**src/design/router_defines.svh**
```systemverilog
// router width, depth and mesh size macros
`ifndef ROUTER_DEFINES_SVH
`define ROUTER_DEFINES_SVH

// mesh geometry
`define ROUTER_COORD_W   2   // bits per x or y coordinate
`define ROUTER_MESH_DIM  4   // tiles per row / per column

// transaction payload
`define ROUTER_DATA_W    16

// entries in each virtual output queue
`define ROUTER_VOQ_DEPTH 2

`endif

```
**src/design/router_pkg.sv**
```systemverilog
// router types: direction enum, tile id, transaction, ready struct, xy route helpers
`include "router_defines.svh"

package router_pkg;

    // port / arbiter direction, also the index of every per-port array
    typedef enum logic [2:0] {
        DIR_NORTH = 3'd0,
        DIR_EAST  = 3'd1,
        DIR_SOUTH = 3'd2,
        DIR_WEST  = 3'd3,
        DIR_LOCAL = 3'd4
    } t_dir;

    typedef struct packed {
        logic [`ROUTER_COORD_W-1:0] x;
        logic [`ROUTER_COORD_W-1:0] y;  // grows southward
    } t_tile_id;

    typedef struct packed {
        t_tile_id                  dest;
        t_tile_id                  src;
        t_dir                      next_dir;  // lookahead output at the receiver
        logic [`ROUTER_DATA_W-1:0] data;
    } t_tile_trans;

    // one bit per arbiter of the receiving router
    typedef struct packed {
        logic north_arb;
        logic east_arb;
        logic south_arb;
        logic west_arb;
        logic local_arb;
    } t_fab_ready;

    // dimension order: x first, then y
    function automatic t_dir route_xy(t_tile_id cur, t_tile_id dest);
        if (dest.x > cur.x) return DIR_EAST;
        if (dest.x < cur.x) return DIR_WEST;
        if (dest.y > cur.y) return DIR_SOUTH;
        if (dest.y < cur.y) return DIR_NORTH;
        return DIR_LOCAL;
    endfunction

    // pick the ready bit that belongs to one arbiter
    function automatic logic dir_ready(t_fab_ready rdy, t_dir dir);
        case (dir)
            DIR_NORTH: return rdy.north_arb;
            DIR_EAST:  return rdy.east_arb;
            DIR_SOUTH: return rdy.south_arb;
            DIR_WEST:  return rdy.west_arb;
            default:   return rdy.local_arb;
        endcase
    endfunction

endpackage

```
**src/design/router_input_port.sv**
```systemverilog
// router input port: four virtual output queues, head offer and room report
`timescale 1ns/1ps
`include "router_defines.svh"

module router_input_port #(
    parameter router_pkg::t_dir PORT_DIR = router_pkg::DIR_NORTH
) (
    input  logic                          clk,
    input  logic                          arst_n,
    input  logic                          in_valid,
    input  var router_pkg::t_tile_trans   in_trans,
    output router_pkg::t_fab_ready        in_ready_out,  // room per queue
    output logic                    [4:0] head_valid,    // indexed by output dir
    output router_pkg::t_tile_trans [4:0] head_trans,
    input  logic                    [4:0] grant          // pop, same cycle
);
    import router_pkg::*;

    localparam int DEPTH = `ROUTER_VOQ_DEPTH;
    localparam int PTR_W = (DEPTH > 1) ? $clog2(DEPTH) : 1;
    localparam int CNT_W = $clog2(DEPTH + 1);

    logic [4:0] room;

    for (genvar q = 0; q < 5; q++) begin : g_voq
        if (q == int'(PORT_DIR)) begin : g_uturn
            // no u-turn, queue never exists
            assign head_valid[q] = 1'b0;
            assign head_trans[q] = '0;
            assign room[q]       = 1'b0;
        end else begin : g_fifo
            t_tile_trans      mem [DEPTH];
            logic [PTR_W-1:0] wr_ptr;
            logic [PTR_W-1:0] rd_ptr;
            logic [CNT_W-1:0] count;
            logic             push;
            logic             pop;

            assign push = in_valid && (in_trans.next_dir == t_dir'(q));  // steer by lookahead
            assign pop  = grant[q];

            always_ff @(posedge clk) begin
                if (push) mem[wr_ptr] <= in_trans;
            end

            always_ff @(posedge clk or negedge arst_n) begin
                if (!arst_n) begin
                    wr_ptr <= '0;
                    rd_ptr <= '0;
                    count  <= '0;
                end else begin
                    if (push) wr_ptr <= (wr_ptr == PTR_W'(DEPTH - 1)) ? '0 : wr_ptr + 1'b1;
                    if (pop)  rd_ptr <= (rd_ptr == PTR_W'(DEPTH - 1)) ? '0 : rd_ptr + 1'b1;
                    case ({push, pop})
                        2'b10:   count <= count + 1'b1;
                        2'b01:   count <= count - 1'b1;
                        default: ;  // both or neither, level unchanged
                    endcase
                end
            end

            assign head_valid[q] = (count != '0);
            assign head_trans[q] = mem[rd_ptr];
            assign room[q]       = (count != CNT_W'(DEPTH));  // drops the cycle after filling
        end
    end

    assign in_ready_out = '{
        north_arb: room[DIR_NORTH],
        east_arb:  room[DIR_EAST],
        south_arb: room[DIR_SOUTH],
        west_arb:  room[DIR_WEST],
        local_arb: room[DIR_LOCAL]
    };

endmodule

```
**src/design/router_output_arbiter.sv**
```systemverilog
// round-robin arbiter over the queue heads bound for one output
`timescale 1ns/1ps

module router_output_arbiter (
    input  logic                          clk,
    input  logic                          arst_n,
    input  logic                    [4:0] req,         // indexed by input dir
    input  var router_pkg::t_tile_trans [4:0] req_trans,
    input  logic                          stage_ready,
    output logic                    [4:0] grant,       // one-hot
    output logic                          win_valid,
    output router_pkg::t_tile_trans       win_trans
);
    import router_pkg::*;

    localparam int N = 5;

    logic [2:0] ptr_q;    // first candidate to look at
    logic [2:0] win_idx;
    logic       found;

    // scan from the pointer, wrap at N
    always_comb begin
        int idx;
        found   = 1'b0;
        win_idx = ptr_q;
        for (int k = 0; k < N; k++) begin
            idx = (int'(ptr_q) + k) % N;
            if (!found && req[idx]) begin
                found   = 1'b1;
                win_idx = 3'(idx);
            end
        end
    end

    assign grant     = (found && stage_ready) ? (5'b00001 << win_idx) : 5'b00000;
    assign win_valid = |grant;
    assign win_trans = req_trans[win_idx];  // don't care when no grant

    // advance past the winner only on a real grant
    always_ff @(posedge clk or negedge arst_n) begin
        if (!arst_n) begin
            ptr_q <= 3'd0;
        end else if (win_valid) begin
            ptr_q <= (win_idx == 3'(N - 1)) ? 3'd0 : win_idx + 3'd1;
        end
    end

endmodule

```
**src/design/router_output_stage.sv**
```systemverilog
// output register with back-pressure hold and lookahead route for the next tile
`timescale 1ns/1ps
`include "router_defines.svh"

module router_output_stage #(
    parameter router_pkg::t_dir PORT_DIR = router_pkg::DIR_NORTH
) (
    input  logic                        clk,
    input  logic                        arst_n,
    input  var router_pkg::t_tile_id    local_tile_id,
    input  logic                        win_valid,
    input  var router_pkg::t_tile_trans win_trans,
    output logic                        stage_ready,
    output logic                        out_valid,
    output router_pkg::t_tile_trans     out_trans,
    input  var router_pkg::t_fab_ready  in_ready     // neighbor's room
);
    import router_pkg::*;

    localparam int MAX_C = `ROUTER_MESH_DIM - 1;

    t_tile_id    nb_id;       // tile on the far side of this port
    t_tile_trans load_trans;
    logic        drain;

    // neighbor id, clamped at the mesh edge
    always_comb begin
        nb_id = local_tile_id;
        case (PORT_DIR)
            DIR_NORTH: if (nb_id.y != 0)     nb_id.y = nb_id.y - 1'b1;
            DIR_SOUTH: if (nb_id.y != MAX_C) nb_id.y = nb_id.y + 1'b1;
            DIR_EAST:  if (nb_id.x != MAX_C) nb_id.x = nb_id.x + 1'b1;
            DIR_WEST:  if (nb_id.x != 0)     nb_id.x = nb_id.x - 1'b1;
            default:   ;  // local, core sits here
        endcase
    end

    always_comb begin
        load_trans = win_trans;
        if (PORT_DIR == DIR_LOCAL) load_trans.next_dir = DIR_LOCAL;
        else                       load_trans.next_dir = route_xy(nb_id, win_trans.dest);
    end

    assign drain       = out_valid && dir_ready(in_ready, out_trans.next_dir);
    assign stage_ready = !out_valid || drain;  // empty or leaving this edge

    always_ff @(posedge clk or negedge arst_n) begin
        if (!arst_n) begin
            out_valid <= 1'b0;
        end else if (win_valid) begin
            out_valid <= 1'b1;
        end else if (drain) begin
            out_valid <= 1'b0;
        end
    end

    // held stable until drained
    always_ff @(posedge clk) begin
        if (win_valid) out_trans <= load_trans;
    end

endmodule

```
**src/design/router.sv**
```systemverilog
// five-port xy router: input queues, per-output arbiters, output stages
`timescale 1ns/1ps

module router (
    input  logic                        clk,
    input  logic                        arst_n,
    input  var router_pkg::t_tile_id    local_tile_id,
    // north
    input  logic                        in_north_req_valid,
    input  var router_pkg::t_tile_trans in_north_req,
    output router_pkg::t_fab_ready      out_north_ready,
    output logic                        out_north_req_valid,
    output router_pkg::t_tile_trans     out_north_req,
    input  var router_pkg::t_fab_ready  in_north_ready,
    // east
    input  logic                        in_east_req_valid,
    input  var router_pkg::t_tile_trans in_east_req,
    output router_pkg::t_fab_ready      out_east_ready,
    output logic                        out_east_req_valid,
    output router_pkg::t_tile_trans     out_east_req,
    input  var router_pkg::t_fab_ready  in_east_ready,
    // south
    input  logic                        in_south_req_valid,
    input  var router_pkg::t_tile_trans in_south_req,
    output router_pkg::t_fab_ready      out_south_ready,
    output logic                        out_south_req_valid,
    output router_pkg::t_tile_trans     out_south_req,
    input  var router_pkg::t_fab_ready  in_south_ready,
    // west
    input  logic                        in_west_req_valid,
    input  var router_pkg::t_tile_trans in_west_req,
    output router_pkg::t_fab_ready      out_west_ready,
    output logic                        out_west_req_valid,
    output router_pkg::t_tile_trans     out_west_req,
    input  var router_pkg::t_fab_ready  in_west_ready,
    // local, core side
    input  logic                        in_local_req_valid,
    input  var router_pkg::t_tile_trans in_local_req,
    output router_pkg::t_fab_ready      out_local_ready,
    output logic                        out_local_req_valid,
    output router_pkg::t_tile_trans     out_local_req,
    input  var router_pkg::t_fab_ready  in_local_ready
);
    import router_pkg::*;

    // ==================================================
    // boundary ports gathered into t_dir indexed arrays
    // ==================================================
    logic        [4:0] p_in_valid;
    t_tile_trans [4:0] p_in_trans;
    t_fab_ready  [4:0] p_room;       // our ready, toward the senders
    logic        [4:0] p_out_valid;
    t_tile_trans [4:0] p_out_trans;
    t_fab_ready  [4:0] p_nb_ready;   // neighbors' ready
    t_tile_trans       local_routed;

    // core does no lookahead, route it here
    always_comb begin
        local_routed          = in_local_req;
        local_routed.next_dir = route_xy(local_tile_id, in_local_req.dest);
    end

    assign p_in_valid = {in_local_req_valid, in_west_req_valid, in_south_req_valid,
                         in_east_req_valid, in_north_req_valid};
    assign p_in_trans = {local_routed, in_west_req, in_south_req, in_east_req, in_north_req};
    assign p_nb_ready = {in_local_ready, in_west_ready, in_south_ready,
                         in_east_ready, in_north_ready};
    assign {out_local_ready, out_west_ready, out_south_ready,
            out_east_ready, out_north_ready} = p_room;
    assign {out_local_req_valid, out_west_req_valid, out_south_req_valid,
            out_east_req_valid, out_north_req_valid} = p_out_valid;
    assign {out_local_req, out_west_req, out_south_req,
            out_east_req, out_north_req} = p_out_trans;

    // ==================================================
    // crossbar, queue side [in][out] vs arbiter side [out][in]
    // ==================================================
    logic        [4:0] voq_valid [5];
    t_tile_trans [4:0] voq_trans [5];
    logic        [4:0] voq_grant [5];
    logic        [4:0] arb_req   [5];
    t_tile_trans [4:0] arb_trans [5];
    logic        [4:0] arb_grant [5];
    logic        [4:0] win_valid;
    t_tile_trans [4:0] win_trans;
    logic        [4:0] stage_ready;

    for (genvar i = 0; i < 5; i++) begin : g_in
        for (genvar j = 0; j < 5; j++) begin : g_out
            assign arb_req[j][i]   = voq_valid[i][j];
            assign arb_trans[j][i] = voq_trans[i][j];
            assign voq_grant[i][j] = arb_grant[j][i];
        end
    end

    // one slice per direction
    for (genvar d = 0; d < 5; d++) begin : g_port
        router_input_port #(.PORT_DIR(t_dir'(d))) u_in (
            .clk         (clk),
            .arst_n      (arst_n),
            .in_valid    (p_in_valid[d]),
            .in_trans    (p_in_trans[d]),
            .in_ready_out(p_room[d]),
            .head_valid  (voq_valid[d]),
            .head_trans  (voq_trans[d]),
            .grant       (voq_grant[d])
        );

        router_output_arbiter u_arb (
            .clk        (clk),
            .arst_n     (arst_n),
            .req        (arb_req[d]),
            .req_trans  (arb_trans[d]),
            .stage_ready(stage_ready[d]),
            .grant      (arb_grant[d]),
            .win_valid  (win_valid[d]),
            .win_trans  (win_trans[d])
        );

        router_output_stage #(.PORT_DIR(t_dir'(d))) u_out (
            .clk          (clk),
            .arst_n       (arst_n),
            .local_tile_id(local_tile_id),
            .win_valid    (win_valid[d]),
            .win_trans    (win_trans[d]),
            .stage_ready  (stage_ready[d]),
            .out_valid    (p_out_valid[d]),
            .out_trans    (p_out_trans[d]),
            .in_ready     (p_nb_ready[d])
        );
    end

endmodule

```
**src/design/mini_core_tile.sv**
```systemverilog
// mesh tile top: router with all five ports at the tile boundary
`timescale 1ns/1ps

module mini_core_tile (
    input  logic                        clk,
    input  logic                        arst_n,
    input  var router_pkg::t_tile_id    local_tile_id,
    // north fabric
    input  logic                        in_north_req_valid,
    input  var router_pkg::t_tile_trans in_north_req,
    output router_pkg::t_fab_ready      out_north_ready,
    output logic                        out_north_req_valid,
    output router_pkg::t_tile_trans     out_north_req,
    input  var router_pkg::t_fab_ready  in_north_ready,
    // east fabric
    input  logic                        in_east_req_valid,
    input  var router_pkg::t_tile_trans in_east_req,
    output router_pkg::t_fab_ready      out_east_ready,
    output logic                        out_east_req_valid,
    output router_pkg::t_tile_trans     out_east_req,
    input  var router_pkg::t_fab_ready  in_east_ready,
    // south fabric
    input  logic                        in_south_req_valid,
    input  var router_pkg::t_tile_trans in_south_req,
    output router_pkg::t_fab_ready      out_south_ready,
    output logic                        out_south_req_valid,
    output router_pkg::t_tile_trans     out_south_req,
    input  var router_pkg::t_fab_ready  in_south_ready,
    // west fabric
    input  logic                        in_west_req_valid,
    input  var router_pkg::t_tile_trans in_west_req,
    output router_pkg::t_fab_ready      out_west_ready,
    output logic                        out_west_req_valid,
    output router_pkg::t_tile_trans     out_west_req,
    input  var router_pkg::t_fab_ready  in_west_ready,
    // local, core stand-in drives these
    input  logic                        in_local_req_valid,
    input  var router_pkg::t_tile_trans in_local_req,
    output router_pkg::t_fab_ready      out_local_ready,
    output logic                        out_local_req_valid,
    output router_pkg::t_tile_trans     out_local_req,
    input  var router_pkg::t_fab_ready  in_local_ready
);

    // port names match one to one
    router u_router (.*);

endmodule

```
**config.mk**
```make
export PLATFORM = sky130hd
export DESIGN_NAME = mini_core_tile
export DESIGN_NICKNAME = d
export VERILOG_FILES = /design/src/design/router_pkg.sv /design/src/design/router_input_port.sv /design/src/design/router_output_arbiter.sv /design/src/design/router_output_stage.sv /design/src/design/router.sv /design/src/design/mini_core_tile.sv
export VERILOG_INCLUDE_DIRS = /design/src /design/src/design
export SDC_FILE = /design/constraint.sdc
export NUM_CORES = 2
export LEC_CHECK = 0
export BUFFER_PORTS_ARGS = -buffer_cell sky130_fd_sc_hd__buf_2
export CORE_MARGIN = 3
export CORE_UTILIZATION = 45
export CTS_CLUSTER_DIAMETER = 40
export DETAILED_ROUTE_END_ITERATION = 8
export MAX_ROUTING_LAYER = met4
export PLACE_DENSITY = 0.73
export SYNTH_ARGS = -nofsm -noshare
export SYNTH_HDL_FRONTEND = slang
export SYNTH_SLANG_ARGS = --single-unit
```
**constraint.sdc**
```tcl
create_clock -name clk -period 9.4 [get_ports clk]
set_clock_uncertainty 0.05 [all_clocks]
set_input_delay 0.94 -clock clk [delete_from_list [all_inputs] [get_ports clk]]
set_output_delay 0.94 -clock clk [all_outputs]
set_load 0.02 [all_outputs]
```
==> flow_summary.toml <==
[logic_synthesis]
synth_seq_area_share_pct = 63.37
synthFlopType = "edfxtp_1"
synth-seq-cells = 1192
netlist-cell-type-count = 123
synth_area_per_cell_sq_um = 14.46
yosysWarnings = 0
netlist_instances = 3851
syn-cell-area_sq_um = 55690
synth-edff-count = 1092
synth_async_sr_flop_share_pct = 8.389

[clock_tree]
cts_buffer_depth = 3
cts_tree = "yes"
post_cts_resize_count = 0
htree_levels = 4
cts.sinks = 1192
cts_root_buffer = "clkbuf_16"
holdBufCountCts = 0
cts_buffers = 141
cts_setup_buffers = 0
path_clk_slew_ns = 0.06
clock_latency_ns = 0.73

[grt]
grt_pass1_vias = 34100
grt_use_met3_pct = 6.200
track_usage_pct = 25.06
grt_max_degree = 75
grt_first_pass_wirelength_mm = 227.7
busiest_layer = "met2"
overflow = 0
met1_usage_pct = 31.20
antenna_found_initial = 44
grt_use_met2_pct = 39.57

[layout]
final-seq-area_sq_um = 35290
layout_commonest_cell = "edfxtp_1"
final_cell_mix = "edfxtp_1 (1092), mux2i_1 (417), buf_2 (319), mux2_2 (193), ha_1 (168)"
syn2layout_area_growth_pct = 15.16
fill_cells = 9983
finalInstanceArea_sq_um = 64130
fin_cells = 5997
fin_nets = 4556
final_core_util_pct = 52.42
drive_gt1_share_pct = 22.24
multi_input_area_sq_um = 19160

[routing]
vias = 35430
via_per_inst = 5.909
drc_errors = 0
antenna_left = 0
dr.pass1.iters = 5
wl_per_cell_um = 26.49
drt_iter0_markers = 3591
wl_mm = 158.8

[critical_path]
crit_arrival_ns = 8.17
rr_worst_depth = 22
crit_path_start_kind = "flop"
critPathCaptureType = "flop"
worst-endpoint-required_ns = 9.77
cp_max_fo = 24
r2r-end = "u_router.g_port[2].u_out.out_trans[8]"
critPathCapture = "u_router.g_port[2].u_out.out_trans[8]"
rr_startpoint = "u_router.g_port[2].u_arb.ptr_q[1]"
crit_start = "u_router.g_port[2].u_arb.ptr_q[1]"
reg2reg_setup_slack_ns = 1.60
worstSetupPathType = "flop to flop"

[timing]
period_needed_ns = 7.798
fin_setup_tns_ns = 0
timing.final.crit_share_pct = 82.96
rsz0062_at_grt = "no"
relSlewSlack_pct = 19.04
fmax_ghz = 0.1282
finalSetupViolCount = 0
drv_slew = 0
tightestPinTransition_ns = 1.214
final-hold-violation-count = 0

[floorplanning]
rows = 128
ios = 336
die_x_um = 357.8
die_h_um = 357.8
die_area_sq_um = 128000
coreArea_sq_um = 122400
initial_core_util_pct = 45.52

[placement]
placedCellCount = 5697
place.gp.congestion = 0.8980
placed_area_sq_um = 59260
hpwl_mm = 114.5
portBuffers = 320

[hold_path]
min_path_type = "input port to asynchronous set/reset pin"

[run_status]
status = "complete, no violations"

[flow_run]
maxCapViolCount = 0
==> registers in the layout, indices dropped and copies added, names as in the netlist <==
| register | flops |
|---|---|
| u_router.g_port.u_in.g_voq.g_fifo.count | 40 |
| u_router.g_port.u_in.g_voq.g_fifo.mem | 960 |
| u_router.g_port.u_out.out_trans | 132 |
| u_router.g_port.u_out.out_valid | 5 |
| u_router.g_port.u_arb.ptr_q | 15 |
| u_router.g_port.u_in.g_voq.g_fifo.wr_ptr | 20 |
| u_router.g_port.u_in.g_voq.g_fifo.rd_ptr | 20 |
==> how the worst min path moves through the flow <==
stage / depth (start not counted) / from / end
after floorplan: 1 / u_router.g_port[0].u_in.g_voq[1].g_fifo.wr_ptr / u_router.g_port[0].u_in.g_voq[1].g_fifo.wr_ptr
after detailed placement: 1 / u_router.g_port[3].u_in.g_voq[2].g_fifo.rd_ptr / u_router.g_port[3].u_in.g_voq[2].g_fifo.rd_ptr
after global placement: 1 / u_router.g_port[3].u_in.g_voq[2].g_fifo.rd_ptr / u_router.g_port[3].u_in.g_voq[2].g_fifo.rd_ptr
final: 1 / arst_n / u_router.g_port[1].u_out.out_valid
after CTS: 1 / arst_n / u_router.g_port[1].u_out.out_valid
after global routing: 1 / arst_n / u_router.g_port[1].u_out.out_valid
==> final cells by class <==
| class | count | share of cell area (%) |
|---|---|---|
| Clock inverter | 96 | 1.668 |
| Sequential cell | 1192 | 55.03 |
| Antenna cell | 41 | 0.1600 |
| Clock buffer | 163 | 5.779 |
| Inverter | 133 | 0.7979 |
| Timing Repair Buffer | 407 | 3.525 |
| Multi-Input combinational cell | 2340 | 29.87 |
| Tap cell | 1625 | 3.170 |
==> cell usage after synthesis, drive strengths merged (31+ instances only) <==
master	instances	area, sq um
clkbuf	113	424.2
nand2	110	412.9
ha	168	2102
xor2	50	437.9
nand4	34	212.7
or2	31	193.9
a21o	44	330.3
o211ai	62	465.5
edfxtp	1092	32790
dfrtp	100	2502
buf	79	494.2
inv	127	484.2
nor4	32	206.5
a21oi	114	589.3
mux2	194	2188
mux2i	419	4210
o21ai	78	394.1
nand2b	41	256.5
nand3	64	332.8
xnor2	91	842.1
a32oi	32	280.3
nor3	47	240.2
nor3b	54	410.4
and2	36	227.7
a211oi	32	272.8
nor2	187	709.4
==> metal layers <==
layer	wire length [um]	vias up
li1	-	15760
met1	61790	17840
met2	76180	1561
met3	14490	276
met4	6372	0
met5	0	-
==> cell families (layout without fill, tap and decap cells) <==
group / after synthesis / after routing / synth area share (%)
compound gates: 663 / 663 / 9.009
xor+xnor: 141 / 141 / 2.298
fa+ha+maj: 170 / 170 / 3.846
buf+inv: 325 / 799 / 2.568
flops: 1192 / 1192 / 63.37
mux: 621 / 621 / 11.81
other cells: 2 / 49 / 0.01348
simple gates: 737 / 737 / 7.079
==> critical path: stages, from the launching register on <==
cell and delay, ns:
dfrtp_1 0.65, clkinv_1 0.45, ha_1 0.73, inv_1 0.26, ha_1 0.29, nor3_1 0.48, o21ai_0 0.22, and2_1 0.21
inv_1 0.08, ha_1 0.25, nor2b_1 0.32, o32ai_4 0.18, mux2_2 0.33, o31a_1 0.12, nor3_1 0.33, o22ai_1 0.19
o2bb2ai_2 0.71, ha_1 0.29, nor2_1 0.05, nor2_1 0.07, o21ai_0 0.14, a21boi_4 0.74, buf_4 0.32
==> per-stage QoR <==
| step | worst slack [ns] | hold WS (ns) |
|---|---|---|
| 4_1_cts | 1.655 | 0.08735 |
| 5_1_grt | 0.9107 | 0.1136 |
| 3_5_place_dp | 1.635 | 0.4079 |
| 6_report | 1.602 | 0.09882 |
| 2_1_floorplan | 2.064 | 0.4055 |
| 3_3_place_gp | 1.857 | 0.4093 |
Power is left out: the tool's default activity adds up to more than one toggle a clock period on the data nets, which glitch-free logic cannot reach.
